===== src/verilog/axi_mem_pkg.sv =====
// ####################################################################
// AXI to memory bridge package.
// Bus widths, outstanding request depth and AXI response codes shared
// by the sequencer, the response buffer and the response composer.
// ####################################################################

package axi_mem_pkg;

  localparam int ADDR_W    = 16;
  localparam int DATA_W    = 32;
  localparam int STRB_W    = DATA_W / 8;
  localparam int ID_W      = 4;
  localparam int LEN_W     = 8;
  localparam int SIZE_W    = 3;
  localparam int QOS_W     = 4;

  // Outstanding memory requests and the buffer pointer and count widths.
  localparam int BUF_DEPTH = 4;
  localparam int PTR_W     = $clog2(BUF_DEPTH);
  localparam int CNT_W     = $clog2(BUF_DEPTH + 1);

  localparam logic [1:0] RESP_OKAY   = 2'b00;
  localparam logic [1:0] RESP_SLVERR = 2'b10;

  typedef logic [ADDR_W-1:0] addr_t;
  typedef logic [DATA_W-1:0] data_t;
  typedef logic [STRB_W-1:0] strb_t;
  typedef logic [ID_W-1:0]   id_t;
  typedef logic [LEN_W-1:0]  len_t;
  typedef logic [SIZE_W-1:0] size_t;
  typedef logic [QOS_W-1:0]  qos_t;
  typedef logic [1:0]        resp_t;

endpackage


===== src/verilog/axi_burst_sequencer.sv =====
// ####################################################################
// AXI4 burst sequencer.
// Splits incrementing read and write bursts into single-word memory
// requests, arbitrates between the two directions by QoS and burst
// state, and reports every granted beat to the response buffer.
// ####################################################################

`timescale 1ns/1ps

module axi_burst_sequencer import axi_mem_pkg::*; (
  input  logic  clk_i,
  input  logic  rst_i,
  input  logic  ar_valid_i,
  input  id_t   ar_id_i,
  input  addr_t ar_addr_i,
  input  len_t  ar_len_i,
  input  size_t ar_size_i,
  input  qos_t  ar_qos_i,
  output logic  ar_ready_o,
  input  logic  aw_valid_i,
  input  id_t   aw_id_i,
  input  addr_t aw_addr_i,
  input  len_t  aw_len_i,
  input  size_t aw_size_i,
  input  qos_t  aw_qos_i,
  output logic  aw_ready_o,
  input  logic  w_valid_i,
  input  data_t w_data_i,
  input  strb_t w_strb_i,
  output logic  w_ready_o,
  output logic  mem_req_o,
  output addr_t mem_addr_o,
  output data_t mem_wdata_o,
  output strb_t mem_strb_o,
  output logic  mem_we_o,
  input  logic  mem_gnt_i,
  input  logic  full_i,
  output logic  alloc_o,
  output id_t   alloc_id_o,
  output logic  alloc_last_o,
  output logic  alloc_write_o
);

  // Remaining beats after the current one; nonzero means a burst is ongoing.
  len_t  r_cnt_q, w_cnt_q;
  addr_t r_addr_q, w_addr_q;
  id_t   r_id_q, w_id_q;
  size_t r_size_q, w_size_q;
  qos_t  r_qos_q, w_qos_q;
  logic  sel_q, lock_q;

  logic  r_ongoing, w_ongoing;
  logic  rd_valid, wr_valid, rd_last, wr_last;
  addr_t rd_addr, wr_addr;
  id_t   rd_id, wr_id;
  qos_t  rd_qos, wr_qos;
  logic  sel, grant;

  function automatic addr_t align_addr(addr_t addr, size_t size);
    addr_t mask;
    mask = (addr_t'(1) << size) - addr_t'(1);
    return addr & ~mask;
  endfunction

  assign r_ongoing = (r_cnt_q != '0);
  assign w_ongoing = (w_cnt_q != '0);

  // Candidate read beat.
  assign rd_valid = r_ongoing | ar_valid_i;
  assign rd_addr  = r_ongoing ? r_addr_q + (addr_t'(1) << r_size_q)
                              : align_addr(ar_addr_i, ar_size_i);
  assign rd_id    = r_ongoing ? r_id_q : ar_id_i;
  assign rd_qos   = r_ongoing ? r_qos_q : ar_qos_i;
  assign rd_last  = r_ongoing ? (r_cnt_q == len_t'(1)) : (ar_len_i == '0);

  // Candidate write beat, which always needs W data.
  assign wr_valid = w_valid_i & (w_ongoing | aw_valid_i);
  assign wr_addr  = w_ongoing ? w_addr_q + (addr_t'(1) << w_size_q)
                              : align_addr(aw_addr_i, aw_size_i);
  assign wr_id    = w_ongoing ? w_id_q : aw_id_i;
  assign wr_qos   = w_ongoing ? w_qos_q : aw_qos_i;
  assign wr_last  = w_ongoing ? (w_cnt_q == len_t'(1)) : (aw_len_i == '0);

  // Pick a side; sel high selects the write beat.
  always_comb begin
    sel = sel_q;
    if (!lock_q) begin
      if (wr_valid ^ rd_valid) begin
        sel = wr_valid;
      end else if (wr_valid && rd_valid) begin
        if (wr_qos != rd_qos) begin
          sel = (wr_qos > rd_qos);
        end else if (wr_last && !rd_last) begin
          sel = 1'b1;
        end else if (w_ongoing) begin
          sel = 1'b1;
        end else if (r_ongoing) begin
          sel = 1'b0;
        end else begin
          // Take turns.
          sel = ~sel_q;
        end
      end
    end
  end

  assign mem_req_o   = (sel ? wr_valid : rd_valid) & ~full_i;
  assign grant       = mem_req_o & mem_gnt_i;
  assign mem_addr_o  = sel ? wr_addr : rd_addr;
  assign mem_wdata_o = w_data_i;
  assign mem_strb_o  = sel ? w_strb_i : '0;
  assign mem_we_o    = sel;

  assign ar_ready_o  = grant & ~sel & ~r_ongoing;
  assign aw_ready_o  = grant & sel & ~w_ongoing;
  assign w_ready_o   = grant & sel;

  assign alloc_o       = grant;
  assign alloc_id_o    = sel ? wr_id : rd_id;
  assign alloc_last_o  = sel ? wr_last : rd_last;
  assign alloc_write_o = sel;

  always_ff @(posedge clk_i) begin
    if (rst_i) begin
      r_cnt_q <= '0;
      w_cnt_q <= '0;
      sel_q   <= 1'b0;
      lock_q  <= 1'b0;
    end else begin
      // An offered beat stays selected until the memory grants it.
      lock_q <= mem_req_o & ~mem_gnt_i;
      if (mem_req_o) begin
        sel_q <= sel;
      end
      if (grant && !sel) begin
        r_cnt_q <= r_ongoing ? r_cnt_q - len_t'(1) : ar_len_i;
      end
      if (grant && sel) begin
        w_cnt_q <= w_ongoing ? w_cnt_q - len_t'(1) : aw_len_i;
      end
    end
  end

  // Burst attributes, captured with the first beat.
  always_ff @(posedge clk_i) begin
    if (grant && !sel) begin
      r_addr_q <= rd_addr;
      if (!r_ongoing) begin
        r_id_q   <= ar_id_i;
        r_size_q <= ar_size_i;
        r_qos_q  <= ar_qos_i;
      end
    end
    if (grant && sel) begin
      w_addr_q <= wr_addr;
      if (!w_ongoing) begin
        w_id_q   <= aw_id_i;
        w_size_q <= aw_size_i;
        w_qos_q  <= aw_qos_i;
      end
    end
  end

endmodule


===== src/verilog/txn_buffer.sv =====
// ####################################################################
// Outstanding request buffer.
// Holds the metadata of every granted beat in order and pairs it with
// the memory response that arrives for it, after a variable delay.
// ####################################################################

`timescale 1ns/1ps

module txn_buffer import axi_mem_pkg::*; (
  input  logic  clk_i,
  input  logic  rst_i,
  input  logic  alloc_i,
  input  id_t   alloc_id_i,
  input  logic  alloc_last_i,
  input  logic  alloc_write_i,
  output logic  full_o,
  input  logic  mem_rvalid_i,
  input  data_t mem_rdata_i,
  input  logic  mem_err_i,
  output logic  head_valid_o,
  output id_t   head_id_o,
  output logic  head_last_o,
  output logic  head_write_o,
  output data_t head_data_o,
  output logic  head_err_o,
  input  logic  pop_i
);

  id_t   id_mem    [BUF_DEPTH];
  logic  last_mem  [BUF_DEPTH];
  logic  write_mem [BUF_DEPTH];
  data_t data_mem  [BUF_DEPTH];
  logic  err_mem   [BUF_DEPTH];

  logic [PTR_W-1:0] alloc_ptr_q, fill_ptr_q, pop_ptr_q;
  // Entries allocated but not popped, and filled but not popped.
  logic [CNT_W-1:0] used_q, filled_q;

  assign full_o       = (used_q == CNT_W'(BUF_DEPTH));
  assign head_valid_o = (filled_q != '0);
  assign head_id_o    = id_mem[pop_ptr_q];
  assign head_last_o  = last_mem[pop_ptr_q];
  assign head_write_o = write_mem[pop_ptr_q];
  assign head_data_o  = data_mem[pop_ptr_q];
  assign head_err_o   = err_mem[pop_ptr_q];

  always_ff @(posedge clk_i) begin
    if (rst_i) begin
      alloc_ptr_q <= '0;
      fill_ptr_q  <= '0;
      pop_ptr_q   <= '0;
      used_q      <= '0;
      filled_q    <= '0;
    end else begin
      if (alloc_i) begin
        alloc_ptr_q <= alloc_ptr_q + PTR_W'(1);
      end
      if (mem_rvalid_i) begin
        fill_ptr_q <= fill_ptr_q + PTR_W'(1);
      end
      if (pop_i) begin
        pop_ptr_q <= pop_ptr_q + PTR_W'(1);
      end
      used_q   <= used_q + CNT_W'(alloc_i) - CNT_W'(pop_i);
      filled_q <= filled_q + CNT_W'(mem_rvalid_i) - CNT_W'(pop_i);
    end
  end

  always_ff @(posedge clk_i) begin
    if (alloc_i) begin
      id_mem[alloc_ptr_q]    <= alloc_id_i;
      last_mem[alloc_ptr_q]  <= alloc_last_i;
      write_mem[alloc_ptr_q] <= alloc_write_i;
    end
    if (mem_rvalid_i) begin
      data_mem[fill_ptr_q] <= mem_rdata_i;
      err_mem[fill_ptr_q]  <= mem_err_i;
    end
  end

endmodule


===== src/verilog/axi_resp_composer.sv =====
// ####################################################################
// AXI response composer.
// Turns filled buffer entries into R beats and B responses, and folds
// the errors of all beats of a write burst into its single B.
// ####################################################################

`timescale 1ns/1ps

module axi_resp_composer import axi_mem_pkg::*; (
  input  logic  clk_i,
  input  logic  rst_i,
  input  logic  head_valid_i,
  input  id_t   head_id_i,
  input  logic  head_last_i,
  input  logic  head_write_i,
  input  data_t head_data_i,
  input  logic  head_err_i,
  output logic  pop_o,
  output logic  r_valid_o,
  output data_t r_data_o,
  output id_t   r_id_o,
  output resp_t r_resp_o,
  output logic  r_last_o,
  input  logic  r_ready_i,
  output logic  b_valid_o,
  output id_t   b_id_o,
  output resp_t b_resp_o,
  input  logic  b_ready_i
);

  // Sticky error of the write burst at the head.
  logic wr_err_q;
  logic drop;
  logic b_done;

  // Write beats before the last one leave no trace on the bus.
  assign drop      = head_valid_i & head_write_i & ~head_last_i;

  assign r_valid_o = head_valid_i & ~head_write_i;
  assign r_data_o  = head_data_i;
  assign r_id_o    = head_id_i;
  assign r_last_o  = head_last_i;
  assign r_resp_o  = head_err_i ? RESP_SLVERR : RESP_OKAY;

  assign b_valid_o = head_valid_i & head_write_i & head_last_i;
  assign b_id_o    = head_id_i;
  assign b_resp_o  = (wr_err_q | head_err_i) ? RESP_SLVERR : RESP_OKAY;
  assign b_done    = b_valid_o & b_ready_i;

  assign pop_o = drop | (r_valid_o & r_ready_i) | b_done;

  always_ff @(posedge clk_i) begin
    if (rst_i) begin
      wr_err_q <= 1'b0;
    end else if (b_done) begin
      wr_err_q <= 1'b0;
    end else if (drop) begin
      wr_err_q <= wr_err_q | head_err_i;
    end
  end

endmodule


===== src/verilog/axi_to_mem.sv =====
// ####################################################################
// AXI4 slave to memory bridge.
// Converts AXI4 read and write bursts into single-word requests to one
// memory and returns the in-order memory responses as R and B.
// ####################################################################

`timescale 1ns/1ps

module axi_to_mem import axi_mem_pkg::*; (
  input  logic  clk_i,
  input  logic  rst_i,
  input  logic  ar_valid_i,
  input  id_t   ar_id_i,
  input  addr_t ar_addr_i,
  input  len_t  ar_len_i,
  input  size_t ar_size_i,
  input  qos_t  ar_qos_i,
  output logic  ar_ready_o,
  input  logic  aw_valid_i,
  input  id_t   aw_id_i,
  input  addr_t aw_addr_i,
  input  len_t  aw_len_i,
  input  size_t aw_size_i,
  input  qos_t  aw_qos_i,
  output logic  aw_ready_o,
  input  logic  w_valid_i,
  input  data_t w_data_i,
  input  strb_t w_strb_i,
  output logic  w_ready_o,
  output logic  r_valid_o,
  output data_t r_data_o,
  output id_t   r_id_o,
  output resp_t r_resp_o,
  output logic  r_last_o,
  input  logic  r_ready_i,
  output logic  b_valid_o,
  output id_t   b_id_o,
  output resp_t b_resp_o,
  input  logic  b_ready_i,
  output logic  mem_req_o,
  output addr_t mem_addr_o,
  output data_t mem_wdata_o,
  output strb_t mem_strb_o,
  output logic  mem_we_o,
  input  logic  mem_gnt_i,
  input  logic  mem_rvalid_i,
  input  data_t mem_rdata_i,
  input  logic  mem_err_i
);

  logic  full;
  logic  alloc, alloc_last, alloc_write;
  id_t   alloc_id;
  logic  head_valid, head_last, head_write, head_err;
  id_t   head_id;
  data_t head_data;
  logic  pop;

  axi_burst_sequencer u_sequencer (
    .clk_i         (clk_i),
    .rst_i         (rst_i),
    .ar_valid_i    (ar_valid_i),
    .ar_id_i       (ar_id_i),
    .ar_addr_i     (ar_addr_i),
    .ar_len_i      (ar_len_i),
    .ar_size_i     (ar_size_i),
    .ar_qos_i      (ar_qos_i),
    .ar_ready_o    (ar_ready_o),
    .aw_valid_i    (aw_valid_i),
    .aw_id_i       (aw_id_i),
    .aw_addr_i     (aw_addr_i),
    .aw_len_i      (aw_len_i),
    .aw_size_i     (aw_size_i),
    .aw_qos_i      (aw_qos_i),
    .aw_ready_o    (aw_ready_o),
    .w_valid_i     (w_valid_i),
    .w_data_i      (w_data_i),
    .w_strb_i      (w_strb_i),
    .w_ready_o     (w_ready_o),
    .mem_req_o     (mem_req_o),
    .mem_addr_o    (mem_addr_o),
    .mem_wdata_o   (mem_wdata_o),
    .mem_strb_o    (mem_strb_o),
    .mem_we_o      (mem_we_o),
    .mem_gnt_i     (mem_gnt_i),
    .full_i        (full),
    .alloc_o       (alloc),
    .alloc_id_o    (alloc_id),
    .alloc_last_o  (alloc_last),
    .alloc_write_o (alloc_write)
  );

  txn_buffer u_buffer (
    .clk_i         (clk_i),
    .rst_i         (rst_i),
    .alloc_i       (alloc),
    .alloc_id_i    (alloc_id),
    .alloc_last_i  (alloc_last),
    .alloc_write_i (alloc_write),
    .full_o        (full),
    .mem_rvalid_i  (mem_rvalid_i),
    .mem_rdata_i   (mem_rdata_i),
    .mem_err_i     (mem_err_i),
    .head_valid_o  (head_valid),
    .head_id_o     (head_id),
    .head_last_o   (head_last),
    .head_write_o  (head_write),
    .head_data_o   (head_data),
    .head_err_o    (head_err),
    .pop_i         (pop)
  );

  axi_resp_composer u_composer (
    .clk_i        (clk_i),
    .rst_i        (rst_i),
    .head_valid_i (head_valid),
    .head_id_i    (head_id),
    .head_last_i  (head_last),
    .head_write_i (head_write),
    .head_data_i  (head_data),
    .head_err_i   (head_err),
    .pop_o        (pop),
    .r_valid_o    (r_valid_o),
    .r_data_o     (r_data_o),
    .r_id_o       (r_id_o),
    .r_resp_o     (r_resp_o),
    .r_last_o     (r_last_o),
    .r_ready_i    (r_ready_i),
    .b_valid_o    (b_valid_o),
    .b_id_o       (b_id_o),
    .b_resp_o     (b_resp_o),
    .b_ready_i    (b_ready_i)
  );

endmodule


===== config.mk =====
export PLATFORM = sky130hd
export DESIGN_NAME = axi_to_mem
export DESIGN_NICKNAME = d
export VERILOG_FILES = /design/src/verilog/axi_mem_pkg.sv /design/src/verilog/axi_burst_sequencer.sv /design/src/verilog/txn_buffer.sv /design/src/verilog/axi_resp_composer.sv /design/src/verilog/axi_to_mem.sv
export SDC_FILE = /design/constraint.sdc
export NUM_CORES = 1
export LEC_CHECK = 0
export BUFFER_PORTS_ARGS = -buffer_cell sky130_fd_sc_hd__buf_4
export CAP_MARGIN = 30
export CORE_MARGIN = 4
export CORE_UTILIZATION = 60
export CTS_BUF_LIST = sky130_fd_sc_hd__clkbuf_16
export CTS_CLUSTER_DIAMETER = 200
export DETAILED_ROUTE_END_ITERATION = 12
export PLACE_DENSITY = 0.86
export SLEW_MARGIN = 15
export SYNTH_ARGS = -nofsm -noshare
export SYNTH_HDL_FRONTEND = slang
export SYNTH_HIERARCHICAL = 1
export SYNTH_SLANG_ARGS = --single-unit

===== constraint.sdc =====
create_clock -name clk_i -period 7 [get_ports clk_i]
set_clock_uncertainty 0.2 [all_clocks]
set_input_delay 0.35 -clock clk_i [delete_from_list [all_inputs] [get_ports clk_i]]
set_output_delay 0.35 -clock clk_i [all_outputs]
set_load 0.05 [all_outputs]

# Yosys cells after proc, flatten, opt, wreduce, memory -nomap -nowiden
# Memory sizes are Yosys's and may differ from the RTL's. A register that Yosys moved wholly into a read port is not among the register bits.
# Index checks and enable logic that the tools add are counted.
word_totals:
  memories: 5
  reg_bits: 85
  elab_cells: 129
  mem_bits_rw: 156
  input_bits: 148
  out_inout_bits: 104
classes:
  eq_ne: 4
  shifts: 4
  magnitude_cmp: 1
  mux: 38
  reduce_logical: 14
  add_sub_neg: 13
  bitwise: 32
memory_table:
  columns: ["name", "words", "word_bits", "read_ports", "rd_ports_with_merged_regs", "wr", "line_no", "source"]
  rows:
  - ["u_buffer.data_mem", 4, 32, 1, 1, 1, "txn_buffer.sv:32", "data_t data_mem [BUF_DEPTH];"]
  - ["u_buffer.id_mem", 4, 4, 1, 1, 1, "txn_buffer.sv:29", "id_t id_mem [BUF_DEPTH];"]
  - ["u_buffer.err_mem", 4, 1, 1, 1, 1, "txn_buffer.sv:33", "logic err_mem [BUF_DEPTH];"]
  - ["u_buffer.last_mem", 4, 1, 1, 1, 1, "txn_buffer.sv:30", "logic last_mem [BUF_DEPTH];"]
  - ["u_buffer.write_mem", 4, 1, 1, 1, 1, "txn_buffer.sv:31", "logic write_mem [BUF_DEPTH];"]
op_table:
  columns: ["cell", "count"]
  rows:
  - ["$shl 1x3->16 const A", 4]
  - ["$mux 16", 3]
  - ["$add 16x16->16", 2]
  - ["$and 16x16->16", 2]
  - ["$not 16->16", 2]
  - ["$sub 16x1->16 const B", 2]
  - ["$mux 2", 12]
  - ["$mux 4", 6]
  - ["$eq 8x1->1 const B", 2]
  - ["$logic_not 8->1", 2]
  - ["$mux 8", 2]
  - ["$reduce_bool 8->1", 2]
  - ["$sub 8x1->8 const B", 2]
  - ["$mux 1", 15]
  - ["$and 1x1->1", 14]
  - ["$not 1->1", 8]
  - ["$add 2x1->2 const B", 3]
  - ["$add 3x1->3", 2]
  - ["$sub 3x1->3", 2]
  - ["$or 1x1->1", 5]
  - ["$gt 4x4->1", 1]
  - ["$logic_and 1x1->1", 4]
  - ["$ne 4x4->1", 1]
  - ["$reduce_and 2->1", 2]
  - ["other kinds (5)", 6]

# Logic depth before layout (Yosys ltp)
# Gate-level depths: netlist (run 1).
logic_depth:
  depth_word: 14
  depth_mapped: 21
  mapped_depth_nobuf: 18

# Hierarchy
# The synthesis (run 1) kept the hierarchy.
by_module_without_submodules:
  columns: ["module", "seq_area_each_um2", "area_each_um2", "instances", "cells_per_inst"]
  rows:
  - ["txn_buffer", 4964.8, 6371.1, 1, 276]
  - ["axi_burst_sequencer", 1981.9, 5594.1, 1, 652]
  - ["axi_resp_composer", 20.0, 426.7, 1, 56]

# Least setup slack after synthesis (run 1)
# Ideal clock, no wire load.
synth_timing:
  path_kind: "flip-flop to output port"
  from: "register u_sequencer.r_cnt_q[0]"
  to: "output port mem_addr_o[11]"
  slack_ps: 1913
  arrival_time_ps: 4537
  stages_incl_launch_ff: 16
  path_buffers: 3
  required_ps: 6450
  cell_sequence: "dfxtp_1 > inv_1 > ha_1 > or3b_2 > nor2_1 > clkbuf_1 > mux2i_1 > ha_1 > a21o_1 > a221o_1 > nand3_1 > a22o_1 > buf_6 > inv_4 > buf_6 > o31ai_1"
synth_between:
  elab_chain_cells: 10
  word_cells_on_any_way: 20
  classes_between: "order compare (1); eq/ne (2); mux (11); bitwise (2); reduce/logical (4)"
synth_lines:
  columns: ["item", "line_no", "source"]
  rows:
  - ["from (decl)", "axi_burst_sequencer.sv:45", "len_t r_cnt_q, w_cnt_q;"]
  - ["from (signal assigned)", "axi_burst_sequencer.sv:136", "r_cnt_q <= r_ongoing ? r_cnt_q - len_t'(1) : ar_len_i;"]
  - ["parallel branches: the longest is 9 deep, another holds $gt 4x4->1", null, null]
  - ["$mux 16 *", "axi_burst_sequencer.sv:109", "assign mem_addr_o = sel ? wr_addr : rd_addr;"]
  - ["to (decl)", "axi_to_mem.sv:41", "output addr_t mem_addr_o,"]
# Every way passes the cells marked *.

# Worst setup path after layout (run 1)
layout_timing:
  from: "register u_sequencer.w_cnt_q[0]"
  to: "output port aw_ready_o"
layout_between:
  word_cells_on_any_way: 23
  classes_between: "order compare (1); eq/ne (2); mux (9); bitwise (8); reduce/logical (3)"
layout_lines:
  columns: ["item", "line_no", "source"]
  rows:
  - ["from (decl)", "axi_burst_sequencer.sv:45", null]
  - ["from (signal assigned)", "axi_burst_sequencer.sv:139", "w_cnt_q <= w_ongoing ? w_cnt_q - len_t'(1) : aw_len_i;"]
  - ["$reduce_bool 8->1 *", "axi_burst_sequencer.sv:66", "assign w_ongoing = (w_cnt_q != '0);"]
  - ["$mux 4 *", "axi_burst_sequencer.sv:81", "assign wr_qos = w_ongoing ? w_qos_q : aw_qos_i;"]
  - ["via u_sequencer.wr_qos[1]", "axi_burst_sequencer.sv:56", "qos_t rd_qos, wr_qos;"]
  - ["$gt 4x4->1 / $ne 4x4->1 (equally long branches)", "axi_burst_sequencer.sv:92, axi_burst_sequencer.sv:91", null]
  - ["$mux 1 *", "axi_burst_sequencer.sv:91", "if (wr_qos != rd_qos) begin"]
  - ["$mux 1 *", "axi_burst_sequencer.sv:90", "end else if (wr_valid && rd_valid) begin"]
  - ["$mux 1 *", "axi_burst_sequencer.sv:88", "if (wr_valid ^ rd_valid) begin"]
  - ["$mux 1 *", "axi_burst_sequencer.sv:87", "if (!lock_q) begin"]
  - ["$mux 1", "axi_burst_sequencer.sv:107", "assign mem_req_o = (sel ? wr_valid : rd_valid) & ~full_i;"]
  - ["$and 1x1->1", "axi_burst_sequencer.sv:107", null]
  - ["$and 1x1->1", "axi_burst_sequencer.sv:108", "assign grant = mem_req_o & mem_gnt_i;"]
  - ["$and 1x1->1 * (2 in series)", "axi_burst_sequencer.sv:115", "assign aw_ready_o = grant & sel & ~w_ongoing;"]
  - ["to (decl)", "axi_to_mem.sv:25", "output logic aw_ready_o,"]
# Mark *: on every way through the listed nets, which the timed path passes. The rest lies on a longest branch.

==> results of run 1 <==
-- power groups by stage --
| stage | Combinational (mW) | Sequential, mW | Clock [mW] |
|---|---|---|---|
| 2_1_floorplan | 2.91 | 2.06 | 0 |
| 3_3_place_gp | 3.57 | 2.11 | 0 |
| 6_report | 3.79 | 2.09 | 1.41 |
| 5_1_grt | 4.06 | 2.11 | 1.49 |
| 3_5_place_dp | 3.63 | 2.13 | 0 |
| 4_1_cts | 3.70 | 2.10 | 1.43 |
-- stage by stage --
step / hold WS, ps / setup slack, ps / util
6_report: 24.3 / 1400 / 0.746
5_1_grt: 25.9 / 1120 / 0.746
4_1_cts: 4.76 / 1470 / 0.744
3_5_place_dp: 276 / 1960 / 0.663
3_3_place_gp: 264 / 2040 / 0.663
2_1_floorplan: 222 / 1910 / -
-- cell usage in the layout (no fill, tap or decap), types with 11 or more instances in the layout --
cell / count
a21oi_1: 36
a31oi_1: 11
and2_1: 15
and3_1: 11
buf_4: 196
clkbuf_16: 25
dfxtp_1: 31
dlygate4sd3_1: 76
edfxtp_1: 210
ha_1: 41
inv_1: 51
mux2i_1: 13
mux4_2: 39
nand2_1: 91
nand3_1: 11
nor2_1: 72
nor3_1: 18
o21ai_0: 37
or3_1: 11
xnor2_1: 11
-- final cells by class --
class / instances / area, sq um / share of cell area
flip-flops and latches: 243 / 6970 / 0.460
inverters: 52 / 198 / 0.0131
clock buffers: 25 / 626 / 0.0413
repair buffers: 274 / 2280 / 0.151
multi-input cells: 581 / 4480 / 0.296
clock inverters: 21 / 251 / 0.0166
well taps: 270 / 338 / 0.0223
-- logic make-up (layout without fill, tap and decap cells) --
group	count (synthesis)	after routing	synth area share
XOR/XNOR	21	21	0.0173
AO/OA/AOI/OAI	161	161	0.0898
AND/OR/NAND/NOR	292	292	0.117
flip-flops	243	243	0.562
adder cells (fa/ha/maj)	45	45	0.0479
other	1	2	0.000303
buffers and inverters	161	372	0.0769
multiplexers	60	60	0.0890
-- worst max-delay path, stage by stage (launching register included) --
cell,delay (ps)
dfxtp_1,360
inv_1,80
ha_1,190
or3b_2,520
nor2_2,500
buf_4,330
nand2_1,70
nand2_1,90
ha_1,230
and3_1,180
nand2_1,100
nor4b_2,50
a22o_1,250
buf_4,280
inv_4,380
nand2_1,280
nor2_1,350
buf_4,270
-- worst paths after layout --
path / start / to / slack (ps) / cells after the start
max: u_sequencer/w_cnt_q[0]$_SDFFE_PP0P_ / aw_ready_o / 1400 / 17
min: ar_len_i[7] / u_sequencer/r_cnt_q[7]$_SDFFE_PP0P_ / 20 / 3
max reg2reg: u_sequencer/w_cnt_q[0]$_SDFFE_PP0P_ / u_buffer/used_q[2]$_SDFF_PP0_ / 1960 / 18
min reg2reg: u_sequencer/w_cnt_q[6]$_SDFFE_PP0P_ / u_sequencer/w_cnt_q[6]$_SDFFE_PP0P_ / 290 / 2
-- registers in the layout, indices dropped and copies added (netlist names), 2 cells and up, named ones only --
signal                cells
u_buffer/last_mem         4
u_sequencer/r_addr_q     16
u_sequencer/r_cnt_q       8
u_buffer/pop_ptr_q        2
u_buffer/alloc_ptr_q      2
u_buffer/err_mem          4
u_buffer/fill_ptr_q       2
u_buffer/used_q           3
u_buffer/data_mem       128
u_sequencer/r_size_q      3
u_sequencer/w_id_q        4
u_sequencer/r_id_q        4
u_sequencer/w_addr_q     16
u_buffer/write_mem        4
u_buffer/filled_q         3
u_sequencer/w_cnt_q       8
u_sequencer/w_size_q      3
u_buffer/id_mem          16
u_sequencer/r_qos_q       4
u_sequencer/w_qos_q       4
-- what timing repair did --
action	in CTS	in global routing
hold endpoints to repair	176	0
endpoints found under the setup margin	0	0
hold buffers	76	0
-- layer usage --
layer | global-route usage | vias to the layer above
li1 | - | 3987
met1 | 0.361 | 4217
met2 | 0.488 | 486
met3 | 0.0437 | 50
met4 | 0.0584 | 0
met5 | 0 | -
==> flow_summary.toml, run 1 <==
[pwr]
clockPowerShare = 0.194
ir_worst_vdd_mv = 0.570
internal_power_mw = 4.07
swShare = 0.443
p_per_area_nw_per_um2 = 482
p_total_mw = 7.29
p_leak_nw = 5.93
combinationalPowerShare = 0.520
switching_power_mw = 3.23
seqPwrFrac = 0.286

[sta]
min_period_ps = 5600
setup_tns_ps = 0
tightest_slew_ps = 682
slew-limit-headroom = 0.539
finalMaxSlewViolations = 0
setup_violations = 0
finalCritPeriodShare = 0.800
fmax_mhz = 179
grt_setup_unrepaired = "false"
hold_viol_final = 0

[place]
io_buffer_count = 185
globalplace.congestion = 0.880
placed_cells = 1342
place_area_sq_um = 13500
post-dp-hpwl_um = 19500

[die]
io_pins = 252
start_util = 0.610
die-area_sq_um = 23000
rows = 52
die_h_um = 152
fp.dieW_um = 152
core-area_sq_um = 20300

[yosys]
synth_top_area_frac = 0.509
synth_flop_cell = "edfxtp_1"
yosysMostFrequentCell = "edfxtp_1"
yosysUniqueCellTypes = 78
ys_seq_area_frac = 0.562
synth_largest_area_cell = "edfxtp_1"
synth_seq_cells = 243
avgSynthCellArea_sq_um = 12.6
yosys-top-cells-count = "210 x edfxtp_1, 91 x nand2_1, 81 x buf_4, 74 x nor2_1, 50 x inv_1"
yosys_warnings = 6
synth-async-reset-ratio = 0
synth_edf_count = 210
synthTopCellsByArea = "edfxtp_1 51%, mux4_2 7.1%, dfxtp_1 5.3%, buf_4 4.9%, ha_1 4.1%"
netlist_instances = 984
synth.cell_area_sq_um = 12400

[clock_network]
cts_tree = "yes"
clk_pin_slew_worst_paths_ps = 60
cts_buffers = 25
cts-root-buf = "clkbuf_16"
post_cts_resized = 0
postCtsSetupRepairBufs = 0
h-tree-depth = 1
cts.sinks = 243
max-clock-path-buffers = 3
worstSkewPairLatency_ps = 530

[grt]
antenna_found_initial = 0
grt_pass1_wl_um = 48500
grt-ovfl-total = 0
gr-usage-all-layers = 0.275
grt_max_degree = 40
grt_pass1_vias = 8806

[setup_path]
crit_path_max_fanout = 36
startpoint_type = "register"
worstPathArrival_ps = 5050
critPathKind = "reg -> out"
cp.required_ps = 6450
endpoint_kind = "output port"

[route]
drtIter0Drc = 844
met3WireLength_um = 2670
dr_wl_met2_um = 16300
avgViaCountPerCell = 5.96
drtPass1Iterations = 5
wl_per_cell_um = 21.7
drc = 0
drtAntennaViolNets = 0
vias = 8740
wl_met1_um = 12200
top_layer = "met4"
drt_wl_total_um = 31900

[cells_and_area]
design_area_sq_um = 15100
diodes = 0
area_growth_pct = 22.2
nNetsFinal = 1370
drive_above_1_share = 0.260
instances_no_fill = 1466
fillCellCount = 1285

[worst_hold_path]
hp-class = "in -> reg"

[run_status]
status = "finished, final reports clean"

[flow_run]
maxCapViolCount = 0
(Power assumes the default switching activity.)
==> run 2: changes to the inputs <==
--- a/config.mk
+++ b/config.mk
@@ -5,14 +5,15 @@
 export SDC_FILE = /design/constraint.sdc
 export NUM_CORES = 1
 export LEC_CHECK = 0
+export ABC_AREA = 1
 export BUFFER_PORTS_ARGS = -buffer_cell sky130_fd_sc_hd__buf_4
 export CAP_MARGIN = 30
 export CORE_MARGIN = 4
-export CORE_UTILIZATION = 60
+export CORE_UTILIZATION = 50
 export CTS_BUF_LIST = sky130_fd_sc_hd__clkbuf_16
 export CTS_CLUSTER_DIAMETER = 200
 export DETAILED_ROUTE_END_ITERATION = 12
-export PLACE_DENSITY = 0.86
+export PLACE_DENSITY = 0.76
 export SLEW_MARGIN = 15
 export SYNTH_ARGS = -nofsm -noshare
 export SYNTH_HDL_FRONTEND = slang
==> constraint.sdc (replaced) <==
create_clock -name clk_i -period 4.5 [get_ports clk_i]
set_clock_uncertainty 0.2 [all_clocks]
set_input_delay 0.225 -clock clk_i [delete_from_list [all_inputs] [get_ports clk_i]]
set_output_delay 0.225 -clock clk_i [all_outputs]
set_load 0.05 [all_outputs]
==> flow_summary.toml, run 2 <==
[clock_network]
h-tree-depth = 1
cts-root-buf = "clkbuf_16"
cts_tree = "yes"
worstSkewPairLatency_ps = 530
max-clock-path-buffers = 3
clk_pin_slew_worst_paths_ps = 60
cts.sinks = 243
cts_buffers = 26

[grt]
grt_max_degree = 74
grt_pass1_wl_um = 47900
antenna_found_initial = 0
grt-ovfl-total = 0
grt_pass1_vias = 9513
gr-usage-all-layers = 0.209

[die]
die-area_sq_um = 28000
start_util = 0.505
die_h_um = 167
rows = 58
io_pins = 252
core-area_sq_um = 25100
fp.dieW_um = 167

[route]
wl_per_cell_um = 16.1
avgViaCountPerCell = 5.18
drtIter0Drc = 715
drt_wl_total_um = 30900
vias = 9956
dr_wl_met2_um = 15000
drc = 0
drtAntennaViolNets = 0
met3WireLength_um = 2450
drtPass1Iterations = 5
wl_met1_um = 12300
top_layer = "met4"

[setup_path]
worstRegToRegCells = 24
crit-reg2reg-launch = "u_sequencer/r_cnt_q[0]$_SDFFE_PP0P_"
worstPathArrival_ps = 3810
cp.required_ps = 4070
rrSetupSlack_ps = 700
startpoint_type = "register"
critPathKind = "reg -> out"
crit_path_max_fanout = 23
r2r-end = "u_buffer/used_q[2]$_SDFF_PP0_"
endpoint_kind = "output port"

[pwr]
p_total_mw = 12.1
p_leak_nw = 6.63
combinationalPowerShare = 0.562
switching_power_mw = 5.86
internal_power_mw = 6.26
p_per_area_nw_per_um2 = 770
seqPwrFrac = 0.270
ir_worst_vdd_mv = 1.33
swShare = 0.484
clockPowerShare = 0.168

[cells_and_area]
regArea_sq_um = 6970
multi_input_area_sq_um = 4470
fillCellCount = 2000
largest_register = "u_buffer/data_mem"
final_common_cell = "nand2_1"
layout_common_cells = "228 x nand2_1, 219 x nor2_1, 210 x edfxtp_1, 201 x buf_4, 114 x inv_1"
diodes = 0
largest_reg_flops = 128
area_growth_pct = 24.1
drive_above_1_share = 0.186
nNetsFinal = 1764

[yosys]
yosysUniqueCellTypes = 47
synth_flop_cell = "edfxtp_1"
yosysMostFrequentCell = "nand2_1"
ys_seq_area_frac = 0.549
synth.cell_area_sq_um = 12700
avgSynthCellArea_sq_um = 9.38
synth_edf_count = 210
yosys-top-cells-count = "228 x nand2_1, 221 x nor2_1, 210 x edfxtp_1, 115 x inv_1, 107 x o21ai_0"
synthTopCellsByArea = "edfxtp_1 50%, nand2_1 6.7%, nor2_1 6.5%, dfxtp_1 5.2%, buf_4 4.8%"
synth_seq_cells = 243
synth-async-reset-ratio = 0
yosys_warnings = 6
netlist_instances = 1352
synth_top_area_frac = 0.497
synth_largest_area_cell = "edfxtp_1"

[sta]
fmax_mhz = 236
finalMaxSlewViolations = 0
slew-limit-headroom = 0.419
min_period_ps = 4230
setup_violations = 0
tightest_slew_ps = 870
hold_viol_final = 0
setup_tns_ps = 0
finalCritPeriodShare = 0.941

[worst_hold_path]
hp-class = "in -> reg"
hold_depth = 3
whs_endpoint = "u_sequencer/r_addr_q[6]$_DFFE_PP_"
hold_start = "ar_addr_i[6]"

[place]
post-dp-hpwl_um = 20400
io_buffer_count = 185
globalplace.congestion = 0.883

[flow_run]
maxCapViolCount = 0

[run_status]
status = "finished, final reports clean"
[run 2: cell count changes after synthesis, sizes merged, moves of 13 or more]
cell and change:
nor2 +154, o21ai +145, nand2 +144, inv +72, nand3 +43, mux4 -39, buf +14, mux2i -13
[run 2: per-layer routing]
layer / global-route usage / up-vias
met5: 0 / -
met3: 0.0406 / 67
met2: 0.360 / 418
met4: 0.0723 / 0
li1: - / 4908
met1: 0.265 / 4563
[run 2: layout make-up]
cell class	count	share of cell area
Sequential cell	243	0.442
Multi-Input combinational cell	868	0.284
Timing Repair Buffer	309	0.165
Tap cell	330	0.0262
Inverter	123	0.0302
Clock inverter	21	0.00945
Clock buffer	27	0.0429
[run 2: stage by stage]
stage / cell area [sq um] / hold WS [ps] / setup slack [ps] / instances / utilization
finish: 15800 / 34.6 / 267 / 1921 / 0.627
CTS: 15600 / 5.57 / 59.9 / 1915 / 0.623
detailed placement: 13700 / 227 / 395 / 1760 / 0.547
global placement: 13700 / 224 / 531 / 1760 / 0.547
floorplan: 12700 / 94.1 / 69.9 / 1353 / -
global route: 15800 / 16.8 / -34.9 / 1921 / 0.627
[run 2: critical path, cell delays in order, from the launching register on]
cell	delay, ps
dfxtp_1	340
inv_1	110
ha_2	230
nand2_2	130
clkinv_4	100
nand2_8	100
nand2_1	90
nand2_1	70
ha_1	300
inv_1	40
nor2_1	80
nor2_1	50
o21ai_0	150
nor2_1	60
nor2_1	80
nand2_1	60
nand2_1	70
nand2_2	60
nand2_4	90
nand2_8	120
inv_4	90
nand3_2	90
nor2_4	200
clkinvlp_4	210
nor2_4	170
buf_6	170
[run 2: repair_timing]
| action | in CTS | in global routing |
|---|---|---|
| buffers inserted | 2 | 5 |
| setup endpoints to repair | 4 | 19 |
| gates resized for setup | 3 | 15 |
| hold buffers | 105 | 0 |
| pin swaps | 1 | 3 |
| hold endpoints to repair | 207 | 0 |
| gates cloned | 0 | 1 |
[run 2: worst max path at each step]
| stage | slack, ps | start | depth (start not counted) | end |
|---|---|---|---|---|
| after CTS | 60 | u_sequencer/w_cnt_q[0]$_SDFFE_PP0P_ | 25 | aw_ready_o |
| after global routing | -30 | u_sequencer/w_cnt_q[0]$_SDFFE_PP0P_ | 25 | aw_ready_o |
| after floorplan | 70 | u_sequencer/r_cnt_q[0]$_SDFFE_PP0P_ | 25 | u_sequencer/r_size_q[0]$_DFFE_PP_ |
| after global placement | 530 | u_sequencer/r_cnt_q[0]$_SDFFE_PP0P_ | 24 | w_ready_o |
| final | 270 | u_sequencer/w_cnt_q[0]$_SDFFE_PP0P_ | 25 | aw_ready_o |
| after detailed placement | 400 | u_sequencer/r_cnt_q[0]$_SDFFE_PP0P_ | 24 | w_ready_o |
[run 2: cells by family after synthesis]
family	Yosys count	synth area share
AND/OR/NAND/NOR	557	0.184
AO/OA/AOI/OAI	251	0.107
buffers and inverters	243	0.104
flip-flops	243	0.549
adder cells (fa/ha/maj)	45	0.0467
XOR/XNOR	12	0.00828
other	1	0.000296
[run 2: power by group through the flow]
stage | sequential [mW] | clock [mW] | combinational, mW
after global placement | 3.31 | 0 | 6.39
final | 3.28 | 2.03 | 6.81
after global routing | 3.32 | 2.17 | 7.36
after floorplan | 3.25 | 0 | 5.12
after detailed placement | 3.32 | 0 | 6.49
after CTS | 3.28 | 2.08 | 6.63
